## config.mk

```make
export PLATFORM = sky130hd
export DESIGN_NAME = memSubsystem
export DESIGN_NICKNAME = d
export VERILOG_FILES = /design/src/hdl/memOpPkg.sv /design/src/hdl/handlerPkg.sv /design/src/hdl/loadStoreFormat.sv /design/src/hdl/busBridge.sv /design/src/hdl/memHandler.sv /design/src/hdl/memSubsystem.sv
export VERILOG_INCLUDE_DIRS = /design/src /design/src/hdl
export SDC_FILE = /design/constraint.sdc
export NUM_CORES = 1
export LEC_CHECK = 0
export ABC_AREA = 1
export BUFFER_PORTS_ARGS = -buffer_cell sky130_fd_sc_hd__buf_2
export CAP_MARGIN = 10
export CORE_AREA = 10 10 136 138
export CTS_CLUSTER_SIZE = 30
export DETAILED_ROUTE_END_ITERATION = 10
export DIE_AREA = 0 0 146 148
export GPL_TIMING_DRIVEN = 0
export PLACE_DENSITY = 0.75
export SLEW_MARGIN = 20
export SYNTH_ARGS = -nofsm -noshare
export SYNTH_HDL_FRONTEND = slang
export SYNTH_SLANG_ARGS = --single-unit
```

## constraint.sdc

```tcl
create_clock -name clk -period 3.3 [get_ports clk]
set_input_delay 0.165 -clock clk [delete_from_list [all_inputs] [get_ports clk]]
set_output_delay 0.165 -clock clk [all_outputs]
set_load 0.005 [all_outputs]
```

## src/hdl/memHandler_consts.svh

```systemverilog
`ifndef MEMHANDLER_CONSTS_SVH
`define MEMHANDLER_CONSTS_SVH

// Address and data word width of the CPU
`define DATA_W 32

// Width of the memOp code from the control unit
`define MEMOP_W 4

// Cycle budget for one fetch plus one data access
`define ACCESS_TIMEOUT 64

`endif

```

## src/hdl/memOpPkg.sv

```systemverilog
`include "memHandler_consts.svh"

package memOpPkg;

    typedef enum logic [`MEMOP_W-1:0] {
        opNone = 0,         // No memory operation
        opLb   = 1,         // Load byte, sign extended
        opLh   = 2,         // Load halfword, sign extended
        opLw   = 3,         // Load word
        opLbu  = 4,         // Load byte, zero extended
        opLhu  = 5,         // Load halfword, zero extended
        opSb   = 6,         // Store low byte
        opSh   = 7,         // Store low halfword
        opSw   = 8          // Store word
    } memOpT;

    typedef enum logic [1:0] {
        rwiIdle  = 2'd0,    // No data transfer
        rwiWrite = 2'd1,    // Store to memory
        rwiRead  = 2'd2     // Load from memory
    } rwiT;

endpackage

```

## src/hdl/handlerPkg.sv

```systemverilog
package handlerPkg;

    typedef enum logic [1:0] {
        stFetch     = 2'd0,     // Issue the instruction fetch
        stFetchWait = 2'd1,     // Fetch open on the bus
        stData      = 2'd2,     // Instruction valid, optional data start
        stDataWait  = 2'd3      // Load or store open on the bus
    } handlerStateT;

    typedef enum logic [1:0] {
        brIdle    = 2'd0,       // Waiting for xferStart
        brReq     = 2'd1,       // memReq high, waiting for memAck
        brRelease = 2'd2,       // memReq dropped, waiting for memAck low
        brDone    = 2'd3        // One cycle end of transfer
    } bridgeStateT;

endpackage

```

## src/hdl/loadStoreFormat.sv

```systemverilog
`timescale 1ns/1ps
`include "memHandler_consts.svh"

module loadStoreFormat (
    input  memOpPkg::memOpT     memOp,      // Operation code from the control unit
    input  logic [`DATA_W-1:0]  storeSrc,   // Selected register or FPU word
    input  logic [`DATA_W-1:0]  rdWord,     // Raw word read from memory
    output logic [`DATA_W-1:0]  wrWord,     // Word sent to memory on a store
    output logic [`DATA_W-1:0]  loadWord    // Extended word for the register file
);
    import memOpPkg::*;

    // Store side
    always_comb begin
        case (memOp)
            opSb: begin
                wrWord = {24'b0, storeSrc[7:0]};            // Low byte, upper bits cleared
            end
            opSh: begin
                wrWord = {16'b0, storeSrc[15:0]};           // Low halfword
            end
            opSw: begin
                wrWord = storeSrc;                          // Full word as is
            end
            default: begin
                wrWord = '0;                                // Loads and opNone write nothing
            end
        endcase
    end

    // Load side
    always_comb begin
        case (memOp)
            opLb: begin
                loadWord = {{24{rdWord[7]}}, rdWord[7:0]};      // Sign extend byte
            end
            opLh: begin
                loadWord = {{16{rdWord[15]}}, rdWord[15:0]};    // Sign extend halfword
            end
            opLw: begin
                loadWord = rdWord;
            end
            opLbu: begin
                loadWord = {24'b0, rdWord[7:0]};                // Zero extend byte
            end
            opLhu: begin
                loadWord = {16'b0, rdWord[15:0]};               // Zero extend halfword
            end
            default: begin
                loadWord = '0;                                  // Stores return nothing
            end
        endcase
    end

endmodule

```

## src/hdl/busBridge.sv

```systemverilog
`timescale 1ns/1ps
`include "memHandler_consts.svh"

module busBridge (
    input  logic                clk,
    input  logic                nrst,
    input  logic                xferStart,      // One cycle request from the handler
    input  logic                xferWe,         // Write when high
    input  logic [`DATA_W-1:0]  xferAddr,
    input  logic [`DATA_W-1:0]  xferWrData,
    input  logic                memAck,         // Memory side acknowledge
    input  logic [`DATA_W-1:0]  memRdData,      // Valid while memAck is high
    output logic                memReq,
    output logic                memWe,
    output logic [`DATA_W-1:0]  memAddr,
    output logic [`DATA_W-1:0]  memWrData,
    output logic [`DATA_W-1:0]  xferRdData,     // Word captured at ack
    output logic                xferDone        // End of transfer pulse
);
    import handlerPkg::*;

    bridgeStateT state;
    bridgeStateT stateNext;

    // Four phase walk
    always_comb begin
        stateNext = state;
        case (state)
            brIdle:    if (xferStart) stateNext = brReq;
            brReq:     if (memAck)    stateNext = brRelease;    // Release req once ack is seen
            brRelease: if (!memAck)   stateNext = brDone;       // Memory finished its half
            default:                  stateNext = brIdle;       // brDone lasts one cycle
        endcase
    end

    always_ff @(posedge clk) begin
        if (!nrst) begin
            state <= brIdle;
            memWe <= 1'b0;
        end else begin
            state <= stateNext;
            if (state == brIdle && xferStart) begin
                memWe <= xferWe;                    // Held for the whole handshake
            end else if (state == brDone) begin
                memWe <= 1'b0;
            end
        end
    end

    always_ff @(posedge clk) begin
        if (state == brIdle && xferStart) begin
            memAddr   <= xferAddr;                  // Stable while memReq is high
            memWrData <= xferWrData;
        end
        if (state == brReq && memAck) begin
            xferRdData <= memRdData;                // Capture before req drops
        end
    end

    assign memReq   = (state == brReq);             // Rises the cycle after xferStart
    assign xferDone = (state == brDone);

    // Memory raises ack only in answer to a request
    assert property (@(posedge clk) disable iff (!nrst)
        $rose(memAck) |-> memReq);

    // Handler only starts a transfer on an idle bridge
    assert property (@(posedge clk) disable iff (!nrst)
        xferStart |-> (state == brIdle));

endmodule

```

## src/hdl/memHandler.sv

```systemverilog
`timescale 1ns/1ps
`include "memHandler_consts.svh"

module memHandler (
    input  logic                clk,
    input  logic                nrst,
    input  logic                memRead,        // Current instruction loads
    input  logic                memWrite,       // Current instruction stores
    input  logic                memSource,      // Store from the FPU when high
    input  logic                xferDone,
    input  memOpPkg::memOpT     memOp,
    input  logic [`DATA_W-1:0]  pc,
    input  logic [`DATA_W-1:0]  aluAddress,     // Load/store address from the ALU
    input  logic [`DATA_W-1:0]  fpuData,
    input  logic [`DATA_W-1:0]  regData,
    input  logic [`DATA_W-1:0]  xferRdData,
    input  logic [`DATA_W-1:0]  loadWord,       // Extended word from the formatter
    output logic                xferStart,
    output logic                xferWe,
    output logic                freeze,         // Stalls the CPU while a transfer is open
    output logic                instrValid,
    output logic                accessDone,
    output logic [`DATA_W-1:0]  xferAddr,
    output logic [`DATA_W-1:0]  storeSrc,
    output logic [`DATA_W-1:0]  rdWord,
    output logic [`DATA_W-1:0]  instr,
    output logic [`DATA_W-1:0]  dataToCpu
);
    import memOpPkg::*;
    import handlerPkg::*;

    handlerStateT state;
    handlerStateT stateNext;
    rwiT          rwi;              // Access kind of the current instruction
    logic         fetchGo;          // Fetch armed for this cycle
    logic         fetchGoNext;
    logic         dataStart;
    logic         dataDoneQ;        // Data transfer finished last cycle
    logic         fetchPhase;

    always_comb begin
        if (memWrite) begin
            rwi = rwiWrite;
        end else if (memRead) begin
            rwi = rwiRead;
        end else begin
            rwi = rwiIdle;
        end
    end

    assign fetchPhase = (state == stFetch) || (state == stFetchWait);
    assign dataStart  = (state == stData) && (rwi != rwiIdle);    // Same cycle as instrValid
    assign xferStart  = ((state == stFetch) && fetchGo) || dataStart;
    assign xferWe     = dataStart && (rwi == rwiWrite);
    assign xferAddr   = fetchPhase ? pc : aluAddress;             // Address mux
    assign storeSrc   = memSource ? fpuData : regData;
    assign rdWord     = xferRdData;
    assign freeze     = xferStart || (state == stFetchWait) || (state == stDataWait);
    assign instrValid = (state == stData);                        // stData lasts one cycle
    assign accessDone = ((state == stData) && !dataStart) || dataDoneQ;

    always_comb begin
        stateNext   = state;
        fetchGoNext = 1'b0;
        case (state)
            stFetch: begin
                if (fetchGo) begin
                    stateNext = stFetchWait;
                end else begin
                    fetchGoNext = 1'b1;     // Idle cycle after reset or accessDone
                end
            end
            stFetchWait: if (xferDone) stateNext = stData;
            stData: begin
                stateNext   = dataStart ? stDataWait : stFetch;
                fetchGoNext = !dataStart;   // No data access, next fetch follows accessDone
            end
            default: if (xferDone) stateNext = stFetch;
        endcase
    end

    always_ff @(posedge clk) begin
        if (!nrst) begin
            state     <= stFetch;
            fetchGo   <= 1'b0;
            dataDoneQ <= 1'b0;
        end else begin
            state     <= stateNext;
            fetchGo   <= fetchGoNext;
            dataDoneQ <= (state == stDataWait) && xferDone;
        end
    end

    always_ff @(posedge clk) begin
        if (state == stFetchWait && xferDone) begin
            instr <= xferRdData;            // Fetched instruction word
        end
        if (state == stDataWait && xferDone && rwi == rwiRead) begin
            dataToCpu <= loadWord;
        end
    end

    // Control unit decodes one access kind per instruction
    assert property (@(posedge clk) disable iff (!nrst)
        (state == stData || state == stDataWait) |-> !(memRead && memWrite));

    // Store must reach the formatter with a store code
    assert property (@(posedge clk) disable iff (!nrst)
        (dataStart && rwi == rwiWrite) |-> (memOp inside {opSb, opSh, opSw}));

endmodule

```

## src/hdl/memSubsystem.sv

```systemverilog
`timescale 1ns/1ps
`include "memHandler_consts.svh"

module memSubsystem (
    input  logic                clk,
    input  logic                nrst,
    input  logic [`DATA_W-1:0]  pc,
    input  logic                memRead,
    input  logic                memWrite,
    input  logic                memSource,
    input  memOpPkg::memOpT     memOp,
    input  logic [`DATA_W-1:0]  aluAddress,
    input  logic [`DATA_W-1:0]  fpuData,
    input  logic [`DATA_W-1:0]  regData,
    output logic [`DATA_W-1:0]  instr,
    output logic                instrValid,
    output logic [`DATA_W-1:0]  dataToCpu,
    output logic                accessDone,
    output logic                freeze,
    output logic                memReq,         // Four phase request to memory
    output logic [`DATA_W-1:0]  memAddr,
    output logic                memWe,
    output logic [`DATA_W-1:0]  memWrData,
    input  logic                memAck,
    input  logic [`DATA_W-1:0]  memRdData
);
    logic               xferStart, xferWe, xferDone;
    logic [`DATA_W-1:0] xferAddr, xferRdData;
    logic [`DATA_W-1:0] storeSrc, rdWord, wrWord, loadWord;     // Formatter in and out

    memHandler handler0 (.clk, .nrst, .memRead, .memWrite, .memSource, .xferDone, .memOp,
        .pc, .aluAddress, .fpuData, .regData, .xferRdData, .loadWord, .xferStart,
        .xferWe, .freeze, .instrValid, .accessDone, .xferAddr, .storeSrc, .rdWord,
        .instr, .dataToCpu);

    // Same memOp drives store formatting and load extension
    loadStoreFormat format0 (.memOp, .storeSrc, .rdWord, .wrWord, .loadWord);

    busBridge bridge0 (
        .clk, .nrst, .xferStart, .xferWe, .xferAddr,
        .xferWrData (wrWord),                   // Formatted store word
        .memAck, .memRdData, .memReq, .memWe, .memAddr, .memWrData,
        .xferRdData, .xferDone
    );

endmodule

```

Word-level counts from Yosys, hierarchy flattened
Index checks and enable logic that the tools add are counted.
{ "word_totals": {"ff_bits": 167, "inputBits": 170, "out_inout_bits": 133, "elab_cells": 72} }
{ "op_classes": {"mux": 19, "eq_ne": 21, "n_reduce_logical": 22} }
{ "op_table": {"columns": ["operator", "count"], "rows": [
  ["$pmux 32 s5", 1],
  ["$pmux 32 s3", 1],
  ["$mux 32", 2],
  ["$mux 2", 9],
  ["$eq 4x3->1 const B", 4],
  ["$pmux 2 s3", 2],
  ["$eq 2x2->1 const B", 5],
  ["$logic_and 1x1->1", 9],
  ["$eq 4x2->1 const B", 2],
  ["$ne 2x1->1 const B", 4],
  ["$eq 2x1->1 const B", 3],
  ["$reduce_and 3->1", 2],
  ["$logic_or 1x1->1", 5],
  ["$eq 4x1->1 const B", 1],
  ["$eq 4x4->1 const B", 1],
  ["$logic_not 2->1", 2],
  ["$reduce_bool 2->1", 2],
  ["$mux 1", 3],
  ["$reduce_bool 3->1", 1],
  ["$ne 2x2->1 const B", 1],
  ["$pmux 1 s2", 1],
  ["$logic_not 1->1", 1]
]} }

Logic depth before layout (Yosys ltp)
Gate-level depths: netlist (run 1).
{ "depth": {"ltp_word": 7, "mapped_depth": 8, "depth_no_buf": 8} }

Modules after synthesis
A second synthesis (run 1) with hierarchy kept.
{ "unflattened": {"cells_unflattened": 542, "area_unflattened_um2": 7063.0} }
{ "by_module_without_submodules": {"columns": ["mod", "cells_each", "seq_area_each_um2", "area_per_inst_um2", "instances"], "rows": [
  ["memHandler", 269, 2001.9, 3295.7, 1],
  ["busBridge", 129, 2942.8, 3113.0, 1],
  ["loadStoreFormat", 144, 0.0, 654.4, 1]
]} }

Worst setup path before layout (run 1)
No wires, ideal clock.
{ "synth_timing": {"path_kind": "register -> register", "from": "reg bridge0.state[0]", "to": "reg handler0.dataToCpu[0] (enable)", "setup_time_ns": 0.461, "synth_period_minus_slack_ns": 3.454, "slack_ns": -0.154, "stages_incl_launch_ff": 6, "path_buffers": 0, "arrival_time_ns": 2.993, "t_required_ns": 2.839, "path_cell_list": "dfxtp_1 ha_1 nand2_1 nor2_1 inv_1 nor3_1"} }
{ "synth_between": {"elab_chain_len": 3} }
{ "synth_rtl": {"columns": ["item", "line", "rtl"], "rows": [
  ["from (decl)", "busBridge.sv:22", "bridgeStateT state;"],
  ["from (signal assigned)", "busBridge.sv:38", "state <= brIdle;"],
  ["from (signal assigned)", "busBridge.sv:41", "state <= stateNext;"],
  ["$eq 2x2->1", "busBridge.sv:61", "assign xferDone = (state == brDone);"],
  ["$logic_and 1x1->1 (2 in series)", "memHandler.sv:98", "if (state == stDataWait && xferDone && rwi == rwiRead) begin"],
  ["to (signal assigned)", "memHandler.sv:99", "dataToCpu <= loadWord;"],
  ["to (decl)", "memHandler.sv:27", "output logic [`DATA_W-1:0] dataToCpu"]
]} }
Every way passes these cells.
A chain may end at the register's enable or synchronous reset.

Worst setup path after layout (run 1)
{ "layout_timing": {"from": "reg bridge0.state[1]", "to": "reg handler0.dataToCpu[6] (enable)"} }
The elaborated chain is that of the path after synthesis.

==> flow_summary.yaml, run 1 <==
status:
  status: "complete, no violations"
setup_path:
  required_ns: 3.42
  timing.rr.start: "bridge0.state[1]$_SDFFE_PN0P_"
  critPathLaunch: "bridge0.state[1]$_SDFFE_PN0P_"
  critPathKind: "flip-flop to flip-flop"
  worst_setup_path_start_kind: "flip-flop"
  crit_path_end_kind: "flip-flop"
  worstPathArrival_ns: 2.02
  crit_fanout: 17
timing:
  maxSlewViolCount: 0
  hold_viol: 0
  skew_ns: 0.00905
  tns_ns: 0
  period_share: 0.577
  rsz0062_at_grt: "false"
  fin_crit_ns: 1.90
  worstMarginPinSlew_ns: 0.715
  max-slew-margin-rel: 0.522
  max_freq_ghz: 0.526
  setup_violations: 0
  holdWs_ns: 0.0164
worst_hold_path:
  min_from: "pc[21]"
  worstHoldPathType: "primary input to flip-flop"
floorplan:
  core_um2: 15700
  die_w_um: 146
  io_pins: 303
  die_y_um: 148
  initial_core_util: 0.413
  fp.dieArea_um2: 21600
  rows: 46
finish:
  syn2layout_area_growth_pct: 46.0
  nFillCells: 1240
  nNetsFinal: 1069
  drive_gt1_frac: 0.392
  final_area_um2: 9470
pwr:
  leakage_uw: 0.00423
  p_per_area_nw_per_um2: 568
  ir_drop_v: 0.000301
logic_synthesis:
  synth_edf_count: 160
  synth.avg_cell_area_um2: 12.5
  ys_seq_area_frac: 0.762
  ys_types: 25
  postSynthCellCount: 521
  synthTopCellsByArea: "edfxtp_1 (74%), nand2_1 (9.3%), nor2_1 (3.0%)"
  synth_common_cells: "nand2_1 (161), edfxtp_1 (160), nor2_1 (51), inv_1 (37), nand3_1 (20)"
  synth_top_area_share: 0.741
  ys_ff_latch: 167
  synth_top_cell_by_area: "edfxtp_1"
  synth-main-ff-cell: "edfxtp_1"
  synth.most_common_cell: "nand2_1"
  syn_area_um2: 6490
  syn_nets: 695
  yosysWarnings: 0
  synthArstFlopShare: 0
cts:
  cts_tree: "yes"
  postCtsSetupBuffers: 0
  clkSinkCount: 167
  cts_buffers: 17
  cts_root_buf: "clkbuf_16"
  h-tree-depth: 4
  clkSlewWorstSetupHoldPaths_ns: 0.06
  clock_latency_ns: 0.42
  clock_path_buffers: 2
detailed_routing:
  wire_per_inst_um: 17.8
  first_pass_iters: 5
  route.detailed.drc: 0
  ant_nets: 0
  drt-total-wl_mm: 20.1
  drt-initial-drc-count: 262
  num_vias: 5203
  routed_via_density: 4.62
global_route:
  overflow: 0
  grt_pass1_vias: 5419
  antenna_found_initial: 4
  grt_max_degree: 42
  grt_pass1_wl_mm: 29.9
  grtUsageTotal: 0.178
placement:
  dpl_cell_area_um2: 8370
  numPortBuffers: 301
  dp_hpwl_mm: 15.4
  gp_congestion: 0.911
flow_run:
  drv_cap: 0
==> per-stage QoR <==
step / utilization / instances / power, uW / setup WS [ns]
global route: 0.602 / 1125 / 5600 / 1.24
finish: 0.603 / 1126 / 5380 / 1.40
CTS: 0.602 / 1124 / 5420 / 1.41
detailed placement: 0.533 / 1042 / 3390 / 1.43
global placement: 0.526 / 1038 / 3360 / 0.0102
floorplan: - / 521 / 3010 / 0.819
==> logic make-up after synthesis <==
logic type / Yosys count / synth area share
flops: 167 / 0.762
simple gates: 257 / 0.163
buf+inv: 58 / 0.0363
fa+ha+maj: 4 / 0.00771
compound gates: 35 / 0.0307
==> worst paths after layout <==
path | to | slack, ns | cells after the start
min | bridge0.memAddr[21]$_DFFE_PP_ | 0.02 | 3
max | handler0.dataToCpu[6]$_DFFE_PP_ | 1.40 | 7
max reg2reg | handler0.dataToCpu[6]$_DFFE_PP_ | 1.40 | 7
min reg2reg | handler0.instr[8]$_DFFE_PP_ | 0.45 | 0
==> registers in the layout (all words and copies together) (netlist names) <==
register and count:
handler0.dataToCpu 32, handler0.fetchGo 1, handler0.dataDoneQ 1, bridge0.memWrData 32, bridge0.memAddr 32, bridge0.state 2
handler0.instr 32, bridge0.xferRdData 32, bridge0.memWe 1, handler0.state 2
==> metal layers <==
| layer | global-route usage | share of wire |
|---|---|---|
| met4 | 0.0566 | 0.012 |
| met5 | 0 | 0.00035 |
| met2 | 0.314 | 0.52 |
| met1 | 0.189 | 0.36 |
| met3 | 0.0784 | 0.11 |
==> power breakdown <==
part	total [uW]	internal [uW]	switching (uW)	leakage [uW]
registers	2670	2590	70.8	0.00153
clock network	1990	1140	850	0.000292
logic	725	295	429	0.00241
total	5380	4030	1350	0.00423
==> area by class of cell <==
cell class | instances | area (um^2) | area share
well taps | 216 | 270 | 0.0285
plain buffers | 18 | 85.1 | 0.00899
repair buffers | 355 | 2090 | 0.221
clock buffers | 18 | 429 | 0.0453
multi-input cells | 296 | 1330 | 0.140
flip-flops and latches | 167 | 4940 | 0.522
inverters | 40 | 153 | 0.0161
diodes | 2 | 5.00 | 0.000529
clock inverters | 14 | 166 | 0.0176
==> worst max-delay path, cell delays in order (launching register included) <==
cell and delay (ns):
dfxtp_1 0.40, ha_1 0.23, nand2_1 0.14, nor2_1 0.15, inv_1 0.09, nor3_4 0.20
buf_8 0.22, buf_16 0.17
==> repair_timing <==
action                                 CTS  global route
gates resized for setup                  0             0
hold buffers                            50             0
endpoints found under the hold margin   48             0
==> cell usage in the layout, fill, tap and decap left out, types with 2 or more instances in the layout <==
cell type / count
buf_2: 306
nand2_1: 161
edfxtp_1: 160
nor2_1: 50
dlygate4sd3_1: 50
inv_1: 35
nand3_1: 20
a21oi_1: 19
nor3_1: 18
clkbuf_16: 17
clkbuf_1: 12
o21ai_0: 10
dfxtp_1: 7
inv_6: 5
inv_2: 4
ha_1: 4
nor3_4: 3
clkinv_4: 3
diode_2: 2
nor2_4: 2
o21a_1: 2
bufinv_16: 2
buf_12: 2
Power figures use the tool's default switching activity.
==> inputs of run 2 (changes only) <==
Clock period 3.3 ns to 1.6 ns, I/O delays scaled along.
==> run 2 against run 1 <==
- wire length rose by 19%
- fmax rose by 22%
- utilization rose by 6.1 points
- via count rose by 11%
- sequential power rose by 110%
- hold slack improved by 0.0023 ns
- clock power rose by 98%
- register-to-register slack got worse by 1.4 ns
- die area did not move
==> flow_summary.yaml, run 2 (synthesized netlist as in run 1, its figures left out) <==
placement:
  placed_cells: 1041
  dpl_cell_area_um2: 8370
  pre_cts_slack_ns: -0.447
  dp_hpwl_mm: 15.7
  gp_congestion: 0.862
  numPortBuffers: 301
global_route:
  grt_max_degree: 37
  grtUsageTotal: 0.212
  grt_pass1_wl_mm: 35.2
  antenna_found_initial: 8
  grt_pass1_vias: 6220
  overflow: 0
floorplan:
  initial_core_util: 0.413
  die_w_um: 146
  core_um2: 15700
  fp.dieArea_um2: 21600
  io_pins: 303
  rows: 46
  die_y_um: 148
setup_path:
  critPathKind: "flip-flop to flip-flop"
  crit_fanout: 11
  crit_chain: "buf_6 > buf_4 > clkbuf_2 > nor2_4 > buf_12"
  crit_path_end_kind: "flip-flop"
  worst_setup_path_start_kind: "flip-flop"
  worstPathArrival_ns: 1.71
  path_depth: 5
  rrSetupSlack_ns: 0.03
  worst-path-buf-inv: 4
  max_stage_delay_ns: 0.31
  r2r_cells: 5
  required_ns: 1.74
  crit_family: "buffers and inverters"
  slowest_stage: "dfxtp_1"
timing:
  fin_crit_ns: 1.57
  setup_violations: 0
  max-slew-margin-rel: 0.668
  period_share: 0.979
  max_freq_ghz: 0.639
  maxSlewViolCount: 0
  tns_ns: 0
  setup_slack_ns: 0.0343
  skew_ns: 0.00964
  worstMarginPinSlew_ns: 0.499
  rsz0062_at_grt: "true"
  hold_viol: 0
cts:
  cts_tree: "yes"
  cts_root_buf: "clkbuf_16"
  cts_buffers: 17
  clock_latency_ns: 0.43
  clock_path_buffers: 2
  clkSinkCount: 167
  h-tree-depth: 4
  clkSlewWorstSetupHoldPaths_ns: 0.07
detailed_routing:
  num_vias: 5787
  routed_via_density: 4.79
  first_pass_iters: 5
  route.detailed.drc: 0
  drt-total-wl_mm: 23.8
  drt-initial-drc-count: 357
  wire_per_inst_um: 19.7
  ant_nets: 0
finish:
  final_core_util: 0.663
  drive_gt1_frac: 0.397
  final_area_um2: 10400
  final_common_cell: "buf_2"
  nFillCells: 1108
  final_cells: 1209
  syn2layout_area_growth_pct: 60.6
  layout_common_cells: "buf_2 (306), edfxtp_1 (160), nand2_1 (157), dlygate4sd3_1 (108), nor2_1 (49)"
  nNetsFinal: 1149
flow_run:
  drv_cap: 0
pwr:
  leakage_uw: 0.00461
  p_seq_frac: 0.483
  p_clk_frac: 0.346
  sw_frac_of_total: 0.270
  p_sw_uw: 3090
  ir_drop_v: 0.000653
  cell_internal_pwr_uw: 8350
  p_per_area_nw_per_um2: 1100
  p_comb_frac: 0.171
status:
  status: "complete, no violations"
worst_hold_path:
  worstHoldPathType: "primary input to flip-flop"
  hold_depth: 3
[run 2: changes by cell type in the layout (fill, tap and decap cells not counted), sizes merged]
cell / change
dlygate4sd3: +58
buf: +17
clkinvlp: +5
diode: +3
bufinv: -2
clkbuf: +1
nor2: +1
[run 2: worst paths after layout]
check,end,from
min reg2reg,handler0.instr[2]$_DFFE_PP_,bridge0.xferRdData[2]$_DFFE_PP_
max,handler0.instr[29]$_DFFE_PP_,handler0.state[1]$_SDFFE_PN0P_
min,bridge0.memWrData[31]$_DFFE_PP_,fpuData[31]
max reg2reg,handler0.instr[29]$_DFFE_PP_,handler0.state[1]$_SDFFE_PN0P_
[run 2: per-layer routing]
metal	vias up	wire length, um	global-route usage
met5	-	34	0
met3	60	2800	0.0949
met1	2666	8100	0.215
li1	2695	-	-
met2	360	12100	0.360
met4	6	827	0.113
[run 2: repair_timing]
| item | in CTS | in global routing |
|---|---|---|
| endpoints found under the setup margin | 160 | 103 |
| hold buffers | 108 | 0 |
| gates cloned | 4 | 3 |
| pin swaps | 4 | 1 |
| hold endpoints to repair | 77 | 0 |
| gates resized for setup | 17 | 2 |
| setup buffers | 12 | 4 |
[run 2: power by group through the flow]
stage | logic (uW) | clock network [uW] | registers (uW)
3_5_place_dp | 1430 | 0 | 5590
3_3_place_gp | 1370 | 0 | 5590
4_1_cts | 1760 | 4020 | 5520
6_report | 1960 | 3950 | 5520
2_1_floorplan | 616 | 0 | 5620
5_1_grt | 2140 | 4190 | 5560
[run 2: worst min-delay path, cell delays in order]
cell     delay (ns)
buf_2          0.07
nand2_1        0.04
a21oi_1        0.13
[run 2: metrics by stage]
stage	hold slack [ns]	total power (uW)
floorplan	0.179	6240
finish	0.0187	11400
global route	0.00885	11900
detailed placement	0.258	7020
CTS	0.00254	11300
global placement	0.257	6960
[run 2: layout make-up]
class,instances,area [um^2],share of cell area
inverters,40,163,0.0156
repair buffers,432,2940,0.282
clock buffers,17,425,0.0408
well taps,216,270,0.0259
plain buffers,18,90.1,0.00865
repair inverters,2,15.0,0.00144
multi-input cells,297,1390,0.134
clock inverters,15,154,0.0148
flip-flops and latches,167,4950,0.475
diodes,5,12.5,0.00120
==> inputs of run 3 (changes only) <==
Settings changed: ABC_AREA 1 to unset, GPL_ROUTABILITY_DRIVEN set to 0.
==> run 3 against run 2 <==
- clock power up 9.6%
- wire length down 2.8%
- cell count down 7.6%
- fmax up 0.64%
==> flow_summary.yaml, run 3 <==
status:
  status: "complete, no violations"
timing:
  hold_viol: 0
  tns_ns: 0
  max_freq_ghz: 0.643
  fin_crit_ns: 1.56
  max-slew-margin-rel: 0.687
  maxSlewViolCount: 0
  setup_slack_ns: 0.0443
  setup_violations: 0
  worstMarginPinSlew_ns: 0.469
  period_share: 0.972
  skew_ns: 0.0131
finish:
  syn2layout_area_growth_pct: 63.5
  final_area_um2: 10600
  final_core_util: 0.677
  drive_gt1_frac: 0.456
  nNetsFinal: 1056
  layout_common_cells: "buf_2 (311), edfxtp_1 (160), dlygate4sd3_1 (148), nor2_1 (47), nand2_1 (39)"
  final_common_cell: "buf_2"
  nFillCells: 1020
logic_synthesis:
  synthTopCellsByArea: "edfxtp_1 (74%), mux2_2 (5.5%), mux2i_1 (5.4%)"
  synth_top_area_share: 0.738
  synthArstFlopShare: 0
  syn_area_um2: 6510
  ys_seq_area_frac: 0.760
  ys_types: 35
  yosysWarnings: 0
  synth_top_cell_by_area: "edfxtp_1"
  synth_edf_count: 160
  synth.most_common_cell: "edfxtp_1"
  synth-main-ff-cell: "edfxtp_1"
  synth.avg_cell_area_um2: 16.3
  synth_common_cells: "edfxtp_1 (160), nor2_1 (48), nand2_1 (39), mux2i_1 (35), mux2_2 (32)"
  postSynthCellCount: 400
  syn_nets: 574
  ys_ff_latch: 167
floorplan:
  core_um2: 15700
  initial_core_util: 0.414
  fp.dieArea_um2: 21600
  rows: 46
  io_pins: 303
  die_w_um: 146
  die_y_um: 148
setup_path:
  rrSetupSlack_ns: 0.04
  crit_chain: "buf_8 > a211oi_4 > buf_4 > and2_4"
  critPathKind: "flip-flop to flip-flop"
  max_stage_delay_ns: 0.34
  crit_path_end_kind: "flip-flop"
  slowest_stage: "dfxtp_2"
  worstPathArrival_ns: 1.66
  worst_setup_path_start_kind: "flip-flop"
  r2r_cells: 4
  timing.rr.start: "handler0.state[1]$_SDFFE_PN0P_"
  reg2reg_to: "bridge0.memAddr[1]$_DFFE_PP_"
  required_ns: 1.70
  cp-endpoint: "bridge0.memAddr[1]$_DFFE_PP_"
  critPathLaunch: "handler0.state[1]$_SDFFE_PN0P_"
  crit_fanout: 16
pwr:
  p_seq_frac: 0.472
  p_total_uw: 11600
  ir_drop_v: 0.000669
  cell_internal_pwr_uw: 8610
  p_sw_uw: 3020
  p_comb_frac: 0.156
  p_per_area_nw_per_um2: 1090
  sw_frac_of_total: 0.260
  leakage_uw: 0.00452
  p_clk_frac: 0.372
detailed_routing:
  routed_via_density: 4.83
  num_vias: 5392
  drt-total-wl_mm: 23.2
  route.detailed.drc: 0
  ant_nets: 0
  wire_per_inst_um: 20.7
  drt-initial-drc-count: 289
  first_pass_iters: 4
cts:
  cts_root_buf: "clkbuf_16"
  clock_latency_ns: 0.43
  clock_path_buffers: 2
  clkSinkCount: 167
  clkSlewWorstSetupHoldPaths_ns: 0.07
  h-tree-depth: 4
  cts_buffers: 17
  cts_tree: "yes"
placement:
  dpl_cell_area_um2: 8370
  numPortBuffers: 301
  pre_cts_slack_ns: -0.421
  dp_hpwl_mm: 14.8
global_route:
  grtUsageTotal: 0.206
  antenna_found_initial: 5
  grt_pass1_vias: 6011
  overflow: 0
  grt_pass1_wl_mm: 34.3
  grt_max_degree: 34
worst_hold_path:
  min_from: "regData[13]"
  worstHoldPathType: "primary input to flip-flop"
flow_run:
  drv_cap: 0
==> run 3: worst max-delay path: cells and delay by family (launching register included) <==
kind | cells | cell delay, ns
AO/OA/AOI/OAI | 1 | 0.24
buffers and inverters | 2 | 0.33
flip-flops | 1 | 0.34
AND/OR/NAND/NOR | 1 | 0.33
==> run 3: kinds of logic (layout without fill, tap and decap cells) <==
family | count (synthesis) | in the layout | synth area share
buf+inv | 24 | 516 | 0.0179
compound gates | 28 | 28 | 0.0302
simple gates | 110 | 113 | 0.0752
flops | 167 | 167 | 0.760
fa+ha+maj | 4 | 4 | 0.00769
other cells | 0 | 6 | 0
mux | 67 | 67 | 0.109
==> run 3: final cells by class <==
| type | count | area (um^2) | share of cell area |
|---|---|---|---|
| plain buffers | 16 | 111 | 0.0105 |
| clock buffers | 17 | 425 | 0.0400 |
| multi-input cells | 212 | 1530 | 0.144 |
| well taps | 216 | 270 | 0.0254 |
| diodes | 6 | 15.0 | 0.00141 |
| repair buffers | 460 | 3100 | 0.291 |
| clock inverters | 15 | 206 | 0.0194 |
| flip-flops and latches | 167 | 4950 | 0.465 |
| inverters | 8 | 30.0 | 0.00282 |
==> run 3: repair_timing <==
action / 4_1_cts / 5_1_grt
pin swaps: 4 / 1
cloned: 3 / 0
hold buffers: 148 / 0
hold endpoints to repair: 95 / 0
endpoints found under the setup margin: 158 / 41
gates resized for setup: 9 / 3
buffers inserted: 4 / 5
==> run 3: metal layers <==
layer / GRT usage / up-vias / share of wire
met2: 0.370 / 302 / 0.53
met5: 0 / - / 0
met4: 0.0826 / 0 / 0.020
li1: - / 2453 / -
met1: 0.208 / 2599 / 0.35
met3: 0.0836 / 38 / 0.10
==> run 3: per-stage QoR <==
step	hold WS (ns)	cells
2_1_floorplan	0.179	400
3_3_place_gp	0.259	917
3_5_place_dp	0.258	919
4_1_cts	0.000241	1106
5_1_grt	0.0151	1116
6_report	0.00827	1117
==> run 3: worst min-delay path by stage <==
stage | to | cells past startpoint | slack [ns]
after floorplan | bridge0.xferRdData[0]$_DFFE_PP_ | 0 | 0.18
after global placement | bridge0.xferRdData[14]$_DFFE_PP_ | 1 | 0.26
after detailed placement | bridge0.xferRdData[1]$_DFFE_PP_ | 1 | 0.26
after CTS | bridge0.memWrData[17]$_DFFE_PP_ | 3 | 0.0002
after global routing | bridge0.memWrData[18]$_DFFE_PP_ | 3 | 0.02
final | bridge0.memWrData[13]$_DFFE_PP_ | 3 | 0.008
==> run 3: power groups by stage <==
stage | Combinational, uW | Sequential (uW) | Clock (uW)
after floorplan | 581 | 5590 | 0
after global placement | 1280 | 5550 | 0
after detailed placement | 1340 | 5580 | 0
after CTS | 1780 | 5480 | 4360
after global routing | 1940 | 5530 | 4540
final | 1810 | 5500 | 4330
